File: src/source/soc_pkg.sv
package soc_pkg;

	// Bus widths
	localparam int ARCHBITSZ = 32;
	localparam int ADDRBITSZ = 30;
	localparam int SELBITSZ  = ARCHBITSZ / 8;

	// Bus operations
	typedef enum logic [1:0] {
		PI1_NOOP = 2'b00,
		PI1_WROP = 2'b01,
		PI1_RDOP = 2'b10,
		PI1_RWOP = 2'b11
	} pi1_op_t;

	// Slave slots, laid out from address 0 in this order
	localparam int S_DEVTBL     = 0;
	localparam int S_GPIO       = 1;
	localparam int S_INVALIDDEV = 2;
	localparam int SLAVECOUNT   = 3;
	localparam int SLOTBITSZ    = $clog2(SLAVECOUNT);

	// Map sizes in bytes
	localparam int DEVTBL_MAPSZ     = 'h1000;
	localparam int GPIO_MAPSZ       = 'h1000;
	localparam int INVALIDDEV_MAPSZ = 'h1000;

	// Slot bases as word addresses
	localparam logic [ADDRBITSZ-1:0] DEVTBL_BASE     = '0;
	localparam logic [ADDRBITSZ-1:0] GPIO_BASE       =
		DEVTBL_BASE + ADDRBITSZ'(DEVTBL_MAPSZ / SELBITSZ);
	localparam logic [ADDRBITSZ-1:0] INVALIDDEV_BASE =
		GPIO_BASE + ADDRBITSZ'(GPIO_MAPSZ / SELBITSZ);

	localparam int DEVID_DEVTBL  = 7;
	localparam int DEVID_GPIO    = 6;
	localparam int DEVID_INVALID = 0;

	localparam int USEINTR_DEVTBL  = 0;
	localparam int USEINTR_GPIO    = 1;
	localparam int USEINTR_INVALID = 0;

	localparam int SOCID               = 4;
	localparam int GPIOCOUNT           = 8;
	localparam int RST_CNTR_BITSZ_DFLT = 20;

	// Device table word offsets
	localparam int DT_RST   = 0;
	localparam int DT_SOCID = 1;
	localparam int DT_COUNT = 2;
	localparam int DT_ENTRY = 4;

	// GPIO word offsets
	localparam int GP_IN   = 0;
	localparam int GP_OUT  = 1;
	localparam int GP_MASK = 2;

	// Per-slot table contents, slot 0 in the lowest word
	localparam logic [SLAVECOUNT-1:0][ARCHBITSZ-1:0] DT_ID_TBL = {
		ARCHBITSZ'(DEVID_INVALID),
		ARCHBITSZ'(DEVID_GPIO),
		ARCHBITSZ'(DEVID_DEVTBL)
	};
	localparam logic [SLAVECOUNT-1:0][ARCHBITSZ-1:0] DT_MAPSZ_TBL = {
		ARCHBITSZ'(INVALIDDEV_MAPSZ | USEINTR_INVALID),
		ARCHBITSZ'(GPIO_MAPSZ | USEINTR_GPIO),
		ARCHBITSZ'(DEVTBL_MAPSZ | USEINTR_DEVTBL)
	};

endpackage

File: src/source/pi1_if.sv
interface pi1_if;
	import soc_pkg::*;

	pi1_op_t               op;
	logic [ADDRBITSZ-1:0]  addr;
	logic [ARCHBITSZ-1:0]  data_w;
	logic [SELBITSZ-1:0]   sel;
	logic [ARCHBITSZ-1:0]  data_r;
	logic                  rdy;

	// Issues accesses and holds them until rdy
	modport master (
		output op,
		output addr,
		output data_w,
		output sel,
		input  data_r,
		input  rdy
	);

	modport slave (
		input  op,
		input  addr,
		input  data_w,
		input  sel,
		output data_r,
		output rdy
	);

endinterface

File: src/source/reset_seq.sv
module reset_seq #(
	parameter int RST_CNTR_BITSZ = soc_pkg::RST_CNTR_BITSZ_DFLT
) (
	input  logic clk_4x_w,
	input  logic rst_p,
	input  logic warm_rst_req_i,
	input  logic pwroff_req_i,
	output logic sys_rst_o,
	output logic poweroff_o
);

	logic [RST_CNTR_BITSZ-1:0] rst_cntr;
	logic                      pwroff_q;
	logic                      cntr_busy;

	assign cntr_busy = |rst_cntr;

	// Countdown restarts from all ones on external or warm reset,
	// then runs to zero and stops there
	always_ff @(posedge clk_4x_w) begin
		if (rst_p || warm_rst_req_i) begin
			rst_cntr <= '1;
		end else if (cntr_busy) begin
			rst_cntr <= rst_cntr - 1'b1;
		end
	end

	// Power-off latch, released only by the external reset
	always_ff @(posedge clk_4x_w) begin
		if (rst_p) begin
			pwroff_q <= 1'b0;
		end else if (pwroff_req_i) begin
			pwroff_q <= 1'b1;
		end
	end

	assign sys_rst_o  = cntr_busy || pwroff_q;
	assign poweroff_o = pwroff_q;

endmodule

File: src/source/pi1_router.sv
module pi1_router (
	input logic clk_4x_w,
	input logic sys_rst_i,
	pi1_if.slave  up,
	pi1_if.master dt,
	pi1_if.master gp
);
	import soc_pkg::*;

	logic [SLOTBITSZ-1:0] slot_sel;
	logic [SLOTBITSZ-1:0] slot_q;
	logic                 slot_rdy;
	logic                 accept;

	// Address decode, anything past the GPIO region lands on the invalid slot
	always_comb begin
		if (up.addr < GPIO_BASE) begin
			slot_sel = SLOTBITSZ'(S_DEVTBL);
		end else if (up.addr < INVALIDDEV_BASE) begin
			slot_sel = SLOTBITSZ'(S_GPIO);
		end else begin
			slot_sel = SLOTBITSZ'(S_INVALIDDEV);
		end
	end

	// Only the selected slave sees the op
	assign dt.op     = (slot_sel == SLOTBITSZ'(S_DEVTBL)) ? up.op : PI1_NOOP;
	assign dt.addr   = up.addr - DEVTBL_BASE;
	assign dt.data_w = up.data_w;
	assign dt.sel    = up.sel;

	assign gp.op     = (slot_sel == SLOTBITSZ'(S_GPIO)) ? up.op : PI1_NOOP;
	assign gp.addr   = up.addr - GPIO_BASE;
	assign gp.data_w = up.data_w;
	assign gp.sel    = up.sel;

	// Invalid slot is always ready
	always_comb begin
		case (slot_sel)
			SLOTBITSZ'(S_DEVTBL): slot_rdy = dt.rdy;
			SLOTBITSZ'(S_GPIO):   slot_rdy = gp.rdy;
			default:              slot_rdy = 1'b1;
		endcase
	end

	assign up.rdy = !sys_rst_i && slot_rdy;
	assign accept = (up.op != PI1_NOOP) && up.rdy;

	// Remember which slave answers the read data in the next cycle
	always_ff @(posedge clk_4x_w) begin
		if (sys_rst_i) begin
			slot_q <= SLOTBITSZ'(S_INVALIDDEV);
		end else if (accept) begin
			slot_q <= slot_sel;
		end
	end

	// Invalid slot reads as zero
	always_comb begin
		case (slot_q)
			SLOTBITSZ'(S_DEVTBL): up.data_r = dt.data_r;
			SLOTBITSZ'(S_GPIO):   up.data_r = gp.data_r;
			default:              up.data_r = '0;
		endcase
	end

endmodule

File: src/source/devtbl.sv
module devtbl (
	input  logic clk_4x_w,
	input  logic sys_rst_i,
	pi1_if.slave bus,
	output logic warm_rst_req_o,
	output logic pwroff_req_o
);
	import soc_pkg::*;

	logic                 accept;
	logic                 rd_en;
	logic                 rst_wr;
	logic                 in_entries;
	logic [ADDRBITSZ-1:0] ent_off;
	logic [SLOTBITSZ-1:0] ent_idx;
	logic [ARCHBITSZ-1:0] rd_word;
	logic [ARCHBITSZ-1:0] data_r_q;
	logic                 warm_q;
	logic                 pwroff_q;

	assign bus.rdy = !sys_rst_i;
	assign accept  = (bus.op != PI1_NOOP) && bus.rdy;
	assign rd_en   = accept && ((bus.op == PI1_RDOP) || (bus.op == PI1_RWOP));

	// Reset request only when byte 0 is written
	assign rst_wr = accept && ((bus.op == PI1_WROP) || (bus.op == PI1_RWOP)) &&
		(bus.addr == ADDRBITSZ'(DT_RST)) && bus.sel[0];

	// Two words per slot, id first then map size with the interrupt flag
	assign ent_off    = bus.addr - ADDRBITSZ'(DT_ENTRY);
	assign ent_idx    = ent_off[SLOTBITSZ:1];
	assign in_entries = (bus.addr >= ADDRBITSZ'(DT_ENTRY)) &&
		(bus.addr < ADDRBITSZ'(DT_ENTRY + 2 * SLAVECOUNT));

	always_comb begin
		rd_word = '0;
		if (bus.addr == ADDRBITSZ'(DT_SOCID)) begin
			rd_word = ARCHBITSZ'(SOCID);
		end else if (bus.addr == ADDRBITSZ'(DT_COUNT)) begin
			rd_word = ARCHBITSZ'(SLAVECOUNT);
		end else if (in_entries) begin
			if (ent_off[0]) begin
				rd_word = DT_MAPSZ_TBL[ent_idx];
			end else begin
				rd_word = DT_ID_TBL[ent_idx];
			end
		end
	end

	// DT_RST is write only, so an RWOP there returns zero
	always_ff @(posedge clk_4x_w) begin
		if (rd_en) begin
			data_r_q <= rd_word;
		end
	end

	assign bus.data_r = data_r_q;

	// rst1 requests a warm reset whatever rst0 is, rst0 alone is power-off
	always_ff @(posedge clk_4x_w) begin
		if (sys_rst_i) begin
			warm_q   <= 1'b0;
			pwroff_q <= 1'b0;
		end else begin
			warm_q   <= rst_wr && bus.data_w[1];
			pwroff_q <= rst_wr && bus.data_w[0] && !bus.data_w[1];
		end
	end

	assign warm_rst_req_o = warm_q;
	assign pwroff_req_o   = pwroff_q;

endmodule

File: src/source/gpio_ctrl.sv
module gpio_ctrl (
	input  logic                           clk_4x_w,
	input  logic                           sys_rst_i,
	pi1_if.slave                           bus,
	input  logic [soc_pkg::GPIOCOUNT-1:0]  gp_i,
	output logic [soc_pkg::GPIOCOUNT-1:0]  gp_o,
	output logic                           irq_o,
	input  logic                           irq_ack_i
);
	import soc_pkg::*;

	logic                 accept;
	logic                 rd_en;
	logic                 wr_en;
	logic [GPIOCOUNT-1:0] gp_s1;
	logic [GPIOCOUNT-1:0] gp_s2;
	logic [GPIOCOUNT-1:0] gp_prev;
	logic [GPIOCOUNT-1:0] out_q;
	logic [GPIOCOUNT-1:0] mask_q;
	logic [ARCHBITSZ-1:0] rd_word;
	logic [ARCHBITSZ-1:0] wr_word;
	logic [ARCHBITSZ-1:0] data_r_q;
	logic                 change;
	logic                 irq_q;

	// Replace only the bytes whose select bit is set
	function automatic logic [ARCHBITSZ-1:0] byte_merge(
		input logic [ARCHBITSZ-1:0] old_w,
		input logic [ARCHBITSZ-1:0] new_w,
		input logic [SELBITSZ-1:0]  sel_w
	);
		logic [ARCHBITSZ-1:0] res;
		res = old_w;
		for (int i = 0; i < SELBITSZ; i++) begin
			if (sel_w[i])
				res[i*8 +: 8] = new_w[i*8 +: 8];
		end
		return res;
	endfunction

	assign bus.rdy = !sys_rst_i;
	assign accept  = (bus.op != PI1_NOOP) && bus.rdy;
	assign rd_en   = accept && ((bus.op == PI1_RDOP) || (bus.op == PI1_RWOP));
	assign wr_en   = accept && ((bus.op == PI1_WROP) || (bus.op == PI1_RWOP));

	// Two-stage synchronizer plus last-cycle copy for edge detection
	always_ff @(posedge clk_4x_w) begin
		gp_s1   <= gp_i;
		gp_s2   <= gp_s1;
		gp_prev <= gp_s2;
	end

	always_comb begin
		case (bus.addr)
			ADDRBITSZ'(GP_IN):   rd_word = ARCHBITSZ'(gp_s2);
			ADDRBITSZ'(GP_OUT):  rd_word = ARCHBITSZ'(out_q);
			ADDRBITSZ'(GP_MASK): rd_word = ARCHBITSZ'(mask_q);
			default:             rd_word = '0;
		endcase
	end

	// Merge against the addressed register's current value
	assign wr_word = byte_merge(rd_word, bus.data_w, bus.sel);

	always_ff @(posedge clk_4x_w) begin
		if (sys_rst_i) begin
			out_q  <= '0;
			mask_q <= '0;
		end else if (wr_en) begin
			if (bus.addr == ADDRBITSZ'(GP_OUT))
				out_q <= wr_word[GPIOCOUNT-1:0];
			if (bus.addr == ADDRBITSZ'(GP_MASK))
				mask_q <= wr_word[GPIOCOUNT-1:0];
		end
	end

	// RWOP captures the value from before its own write
	always_ff @(posedge clk_4x_w) begin
		if (rd_en) begin
			data_r_q <= rd_word;
		end
	end

	assign bus.data_r = data_r_q;
	assign gp_o       = out_q;

	assign change = |((gp_s2 ^ gp_prev) & mask_q);

	// A new change beats an ack in the same cycle
	always_ff @(posedge clk_4x_w) begin
		if (sys_rst_i) begin
			irq_q <= 1'b0;
		end else if (change) begin
			irq_q <= 1'b1;
		end else if (irq_ack_i) begin
			irq_q <= 1'b0;
		end
	end

	assign irq_o = irq_q;

endmodule

File: src/source/soc_top.sv
module soc_top #(
	parameter int RST_CNTR_BITSZ = soc_pkg::RST_CNTR_BITSZ_DFLT
) (
	input  logic                           clk_4x_w,
	input  logic                           rst_p,
	input  soc_pkg::pi1_op_t               pi1_op_i,
	input  logic [soc_pkg::ADDRBITSZ-1:0]  pi1_addr_i,
	input  logic [soc_pkg::ARCHBITSZ-1:0]  pi1_data_i,
	input  logic [soc_pkg::SELBITSZ-1:0]   pi1_sel_i,
	output logic [soc_pkg::ARCHBITSZ-1:0]  pi1_data_o,
	output logic                           pi1_rdy_o,
	input  logic [soc_pkg::GPIOCOUNT-1:0]  gp_i,
	output logic [soc_pkg::GPIOCOUNT-1:0]  gp_o,
	output logic                           irq_o,
	input  logic                           irq_ack_i,
	output logic                           sys_rst_o,
	output logic                           poweroff_o
);

	logic sys_rst;
	logic warm_rst_req;
	logic pwroff_req;

	pi1_if up_bus ();
	pi1_if dt_bus ();
	pi1_if gp_bus ();

	// Bus master ports onto the upstream interface
	assign up_bus.op     = pi1_op_i;
	assign up_bus.addr   = pi1_addr_i;
	assign up_bus.data_w = pi1_data_i;
	assign up_bus.sel    = pi1_sel_i;
	assign pi1_data_o    = up_bus.data_r;
	assign pi1_rdy_o     = up_bus.rdy;
	assign sys_rst_o     = sys_rst;

	reset_seq #(
		.RST_CNTR_BITSZ (RST_CNTR_BITSZ)
	) reset_seq_i (
		.clk_4x_w       (clk_4x_w),
		.rst_p          (rst_p),
		.warm_rst_req_i (warm_rst_req),
		.pwroff_req_i   (pwroff_req),
		.sys_rst_o      (sys_rst),
		.poweroff_o     (poweroff_o)
	);

	pi1_router pi1_router_i (
		.clk_4x_w  (clk_4x_w),
		.sys_rst_i (sys_rst),
		.up        (up_bus.slave),
		.dt        (dt_bus.master),
		.gp        (gp_bus.master)
	);

	devtbl devtbl_i (
		.clk_4x_w       (clk_4x_w),
		.sys_rst_i      (sys_rst),
		.bus            (dt_bus.slave),
		.warm_rst_req_o (warm_rst_req),
		.pwroff_req_o   (pwroff_req)
	);

	gpio_ctrl gpio_ctrl_i (
		.clk_4x_w  (clk_4x_w),
		.sys_rst_i (sys_rst),
		.bus       (gp_bus.slave),
		.gp_i      (gp_i),
		.gp_o      (gp_o),
		.irq_o     (irq_o),
		.irq_ack_i (irq_ack_i)
	);

endmodule

File: config.mk
export PLATFORM = sky130hd
export DESIGN_NAME = soc_top
export DESIGN_NICKNAME = d
export VERILOG_FILES = /design/src/source/soc_pkg.sv /design/src/source/pi1_if.sv /design/src/source/reset_seq.sv /design/src/source/pi1_router.sv /design/src/source/devtbl.sv /design/src/source/gpio_ctrl.sv /design/src/source/soc_top.sv
export SDC_FILE = /design/constraint.sdc
export NUM_CORES = 1
export LEC_CHECK = 0
export ABC_CLOCK_PERIOD_IN_PS = 4400
export BUFFER_PORTS_ARGS = -buffer_cell sky130_fd_sc_hd__buf_2
export CAP_MARGIN = 40
export CORE_MARGIN = 3
export CORE_UTILIZATION = 45
export CTS_BUF_LIST = sky130_fd_sc_hd__clkbuf_8
export CTS_CLUSTER_SIZE = 10
export DETAILED_ROUTE_END_ITERATION = 7
export PLACE_DENSITY = 0.68
export SLEW_MARGIN = 5
export SYNTH_ARGS = -nofsm -noshare
export SYNTH_HDL_FRONTEND = slang
export SYNTH_HIERARCHICAL = 1
export SYNTH_SLANG_ARGS = --single-unit
File: constraint.sdc
create_clock -name clk_4x_w -period 4.4 [get_ports clk_4x_w]
set_clock_uncertainty 0.05 [all_clocks]
set_input_delay 0.44 -clock clk_4x_w [delete_from_list [all_inputs] [get_ports clk_4x_w]]
set_output_delay 0.44 -clock clk_4x_w [all_outputs]
set_load 0.05 [all_outputs]
==> out/metrics.yaml, run 1 <==
min-delay-start: "gp_i[5]"
coreArea_um2: 11030
place_ws_ns: 0.8611
fin_crit_sh_pct: 79.20
gp_congestion: 0.8782
power_switching_uw: 333.6
path_max_fanout: 20
cts.clk_slew.worst_paths_ns: 0.08
combPwrFrac_pct: 9.3
fmax_mhz: 287.0
max-vdd-ir-drop_uv: 200.4
setup.worst_path.start: "reset_seq_i/rst_cntr[9]$_SDFFE_PP1P_"
ioPinCount: 123
grt_pass1_wl_um: 16750
min_path_cells: 1
dp_hpwl_um: 7810
syn_inst: 581
leakagePower_uw: 0.002073
vias: 3696
n_fill_cell: 1065
status: "finished, final reports clean"
clk_latency_ns: 0.34
finalNetCount: 677
fin_setup_tns_ns: 0
grt_start_max_net_pins: 25
finalSetupViolCount: 0
cts-root-buf: "clkbuf_8"
cts_tree: "built"
instances_no_fill: 740
cts_buffer_depth: 2
placed_area_um2: 5065
ant_nets: 0
cts-hold-fix-buffers: 0
internal-power_uw: 1003
period_minus_slack_ns: 3.485
syn2layout_area_growth_pct: 1.626
htree_levels: 3
antenna_cells: 0
rr_startpoint: "reset_seq_i/rst_cntr[9]$_SDFFE_PP1P_"
fin_util_pct: 47.49
reg2reg_depth: 8
grt_setup_unrepaired: "no"
slew_headroom_pct: 39.63
maxCapViolCount: 0
die_w_um: 113.0
dr.pass1.iters: 4
grt-ovfl-total: 0
first_iter_violations: 228
cts_resized: 0
crit_required_ns: 3.91
placementRows: 38
r2r_end: "gpio_ctrl_i/mask_q[2]$_SDFFE_PP0P_"
cp-start-kind: "flip-flop"
layout_setup_ws_ns: 0.9152
power_density_nw_per_um2: 255.2
holdCritPathClass: "input pin to flip-flop"
seqPwrFrac_pct: 55.5
end_kind: "output pin"
drive_gt1_share_pct: 20.33
grt_pass1_vias: 3570
rrSetupSlack_ns: 1.36
place_inst: 724
tightest_slew_ns: 0.9022
cts_buffers: 9
start_util_pct: 46.73
wire_per_inst_um: 13.58
viasPerCell: 4.995
die_h_um: 113.0
syn_area_per_cell_um2: 8.873
drc: 0
cp.arrival_ns: 2.99
antenna_found_initial: 0
syn_area_um2: 5155
grt_usage_pct: 15.86
port_buffers: 72
dieArea_um2: 12780
clkPwrFrac_pct: 35.2
critical_path_class: "flip-flop to output pin"
hold_viol: 0
fin_area_um2: 5239
cts_setup_buffers: 0
swShare_pct: 24.95
wl_um: 10050
cts.sinks: 78
yosysWarnings: 6
min_delay_worst_endpoint: "gpio_ctrl_i/gp_s1[5]$_DFF_P_"
slew_viol_final: 0
-- area by class of cell --
cell class	instances	area, um2	share of cell area (%)
clock inverter	6	36.28	0.6926
timing repair buffer	78	429.2	8.192
multi-input combinational	409	2706	51.66
tap	140	175.2	3.344
sequential	78	1683	32.12
inverter	19	71.32	1.361
clock buffer	10	137.6	2.627
-- critical path, stage by stage (launching register included) --
cell     delay [ns]
dfxtp_1        0.38
nor4_4         0.38
nand3_2        0.21
nor4_4         0.28
or2b_1         0.54
inv_1          0.17
o22ai_1        0.12
a21oi_1        0.25
buf_2          0.32
-- flip-flops by register name, indices dropped and copies added (netlist names), 2 cells and up --
signal,cells
pi1_router_i/slot_q,2
gpio_ctrl_i/bus.data_r,8
devtbl_i/bus.data_r,4
gpio_ctrl_i/gp_o,8
gpio_ctrl_i/gp_prev,8
gpio_ctrl_i/mask_q,8
gpio_ctrl_i/gp_s1,8
gpio_ctrl_i/gp_s2,8
reset_seq_i/rst_cntr,20
-- cells in the final DEF (no fill, tap or decap), drive strengths merged, types with 5 or more instances in the layout --
cell / n
mux2i: 60
xnor2: 18
nor2: 57
nor3: 15
o21ai: 17
o31ai: 5
a21oi: 15
clkbuf: 10
xor2: 15
nor4: 26
nand4: 7
o2bb2ai: 8
nor2b: 8
edfxtp: 12
conb: 52
buf: 78
nand3: 9
inv: 21
nand2: 37
dfxtp: 66
or4: 7
and2: 11
-- routing by layer --
layer / vias up / part of all wire [%] / GRT usage [%] / wire length (um)
met4: 0 / 1.0 / 4.567 / 104
met5: - / 0 / 0 / 0
met3: 6 / 4.7 / 3.262 / 472
li1: 1887 / - / - / -
met1: 1712 / 46 / 21.09 / 4644
met2: 91 / 48 / 26.15 / 4830
-- through the flow --
step | total power, uW | hold slack [ns]
after floorplan | 897.1 | 0.2596
after global placement | 875.8 | 0.2610
after detailed placement | 881.2 | 0.2621
after CTS | 1350 | 0.1245
after global routing | 1400 | 0.1179
final | 1337 | 0.1450
-- worst max-delay path by stage --
stage                                              end  slack, ns
floorplan                                    pi1_rdy_o       0.68
global placement    gpio_ctrl_i/mask_q[5]$_SDFFE_PP0P_       0.94
detailed placement  gpio_ctrl_i/mask_q[3]$_SDFFE_PP0P_       0.86
CTS                                          pi1_rdy_o       0.94
global route                                 pi1_rdy_o       0.78
finish                                       pi1_rdy_o       0.92
-- power by group through the flow --
stage                     clock [uW]  combinational (uW)  sequential [uW]
final                            470                 125              742
after global placement             0                 117              758
after floorplan                    0                 140              757
after CTS                        485                 123              743
after detailed placement           0                 122              759
after global routing             516                 140              744
No activity file was read; power rests on OpenSTA's default activity.
==> run 2, diff against run 1 <==
ABC_CLOCK_PERIOD_IN_PS = 3590   (was 4400)
clock period = 3.59 ns   (was 4.4 ns; I/O delays follow)
==> run 2 against run 1 <==
Compared with the run above: worst hold slack worse by 0.084 ns; cell count up 0.27%; sequential power up 23%.
==> out/metrics.yaml, run 2 (same netlist as run 1, synthesis figures left out) <==
cp-start-kind: "input pin"
ant_nets: 0
crit_required_ns: 3.76
tightest_slew_ns: 0.9138
place_inst: 726
holdCritPathClass: "input pin to flip-flop"
min_path_cells: 1
max-vdd-ir-drop_uv: 222.3
fin_crit_sh_pct: 84.59
placementRows: 38
cts.clk_slew.worst_paths_ns: 0.08
drc: 0
fin_setup_tns_ns: 0
fin_area_um2: 5275
coreArea_um2: 11030
antenna_cells: 0
gp_congestion: 0.8703
cts.sinks: 78
cts-root-buf: "clkbuf_8"
rrSetupSlack_ns: 0.87
hold_viol: 0
slew_headroom_pct: 38.86
cts_resized: 0
htree_levels: 3
end_kind: "flip-flop"
rr_startpoint: "reset_seq_i/rst_cntr[9]$_SDFFE_PP1P_"
wire_per_inst_um: 13.66
viasPerCell: 5.030
vias: 3732
dr.pass1.iters: 4
largest_reg_flops: 20
clk_latency_ns: 0.34
port_buffers: 72
regMostFlops: "reset_seq_i/rst_cntr"
critical_path_class: "input pin to flip-flop"
grt_start_max_net_pins: 26
grt-ovfl-total: 0
grt_usage_pct: 15.83
wl_um: 10140
leakagePower_uw: 0.002094
dieArea_um2: 12780
dp_hpwl_um: 7874
fin_util_pct: 47.82
cts_buffer_depth: 2
slew_viol_final: 0
drive_gt1_share_pct: 20.93
first_iter_violations: 164
min-delay-start: "gp_i[7]"
start_util_pct: 46.73
placed_area_um2: 5080
grt_setup_unrepaired: "no"
final_common_cell: "buf_2"
grt_pass1_wl_um: 16750
maxCapViolCount: 0
cts_tree: "built"
syn2layout_area_growth_pct: 2.330
cp.arrival_ns: 3.21
instances_no_fill: 742
die_w_um: 113.0
cts-hold-fix-buffers: 0
fmax_mhz: 329.3
antenna_found_initial: 0
min_delay_worst_endpoint: "gpio_ctrl_i/gp_s1[7]$_DFF_P_"
r2r_end: "gpio_ctrl_i/mask_q[1]$_SDFFE_PP0P_"
cts_buffers: 9
finalNetCount: 679
cts_setup_buffers: 0
power_density_nw_per_um2: 322.4
finalSetupViolCount: 0
period_minus_slack_ns: 3.037
reg2reg_depth: 8
path_max_fanout: 8
die_h_um: 113.0
grt_pass1_vias: 3584
layout_common_cells: "buf_2, dfxtp_1, mux2i_1, nor2_1, conb_1"
n_fill_cell: 1065
status: "finished, final reports clean"
ioPinCount: 123
## run 2: changes by cell type in the layout (fill, tap and decap cells not counted), moves of 2 or more
cell        delta
clkinvlp_4     -2
inv_6          +2
buf_4          +3
inv_4          -2
clkinv_2       +2
## run 2: metal layers
layer | track usage, % | part of all wire, % | vias up | routed length (um)
li1 | - | - | 1898 | -
met1 | 20.96 | 46 | 1703 | 4635
met2 | 26.11 | 47 | 118 | 4813
met5 | 0 | 0 | - | 0
met4 | 4.087 | 1.3 | 0 | 136
met3 | 3.636 | 5.5 | 13 | 553
## run 2: worst max-delay path by stage
stage,from,end,slack [ns]
2_1_floorplan,reset_seq_i/rst_cntr[16]$_SDFFE_PP1P_,pi1_rdy_o,0.23
3_3_place_gp,pi1_addr_i[10],gpio_ctrl_i/mask_q[6]$_SDFFE_PP0P_,0.21
3_5_place_dp,pi1_addr_i[13],gpio_ctrl_i/mask_q[5]$_SDFFE_PP0P_,0.22
4_1_cts,reset_seq_i/rst_cntr[9]$_SDFFE_PP1P_,pi1_rdy_o,0.59
5_1_grt,pi1_addr_i[10],gpio_ctrl_i/mask_q[7]$_SDFFE_PP0P_,0.40
6_report,pi1_addr_i[13],gpio_ctrl_i/mask_q[1]$_SDFFE_PP0P_,0.55
## run 2: metrics by stage
| step | hold slack [ns] | setup slack [ns] | total power [uW] |
|---|---|---|---|
| 2_1_floorplan | 0.2596 | 0.2251 | 1100 |
| 3_5_place_dp | 0.2621 | 0.2241 | 1079 |
| 5_1_grt | 0.03333 | 0.3981 | 1781 |
| 6_report | 0.06075 | 0.5531 | 1701 |
| 4_1_cts | 0.04198 | 0.5906 | 1719 |
| 3_3_place_gp | 0.2606 | 0.2121 | 1074 |
## run 2: area by class of cell
cell class	count	area (um2)	share of cell area, %
clock buffer	9	123.9	2.348
tap	140	175.2	3.321
inverter	19	71.32	1.352
timing repair buffer	80	440.4	8.349
multi-input combinational	409	2710	51.38
clock inverter	7	71.32	1.352
sequential	78	1683	31.90
## run 2: power breakdown
part           internal [uW]  leakage, uW  switching (uW)  total [uW]
sequential               900     0.000644            9.35         909
combinational           62.2      0.00135            90.5         153
clock                    323     0.000104             315         639
total                   1290      0.00209             415        1700
## run 2: critical path, cell delays in order
cell and delay [ns]:
buf_2 0.15, or4_4 0.57, nor4_4 0.38, nand2_1 0.13
xnor2_1 0.16, nor4_1 0.34, nand3_1 0.27, or4_4 0.69
mux2i_1 0.16
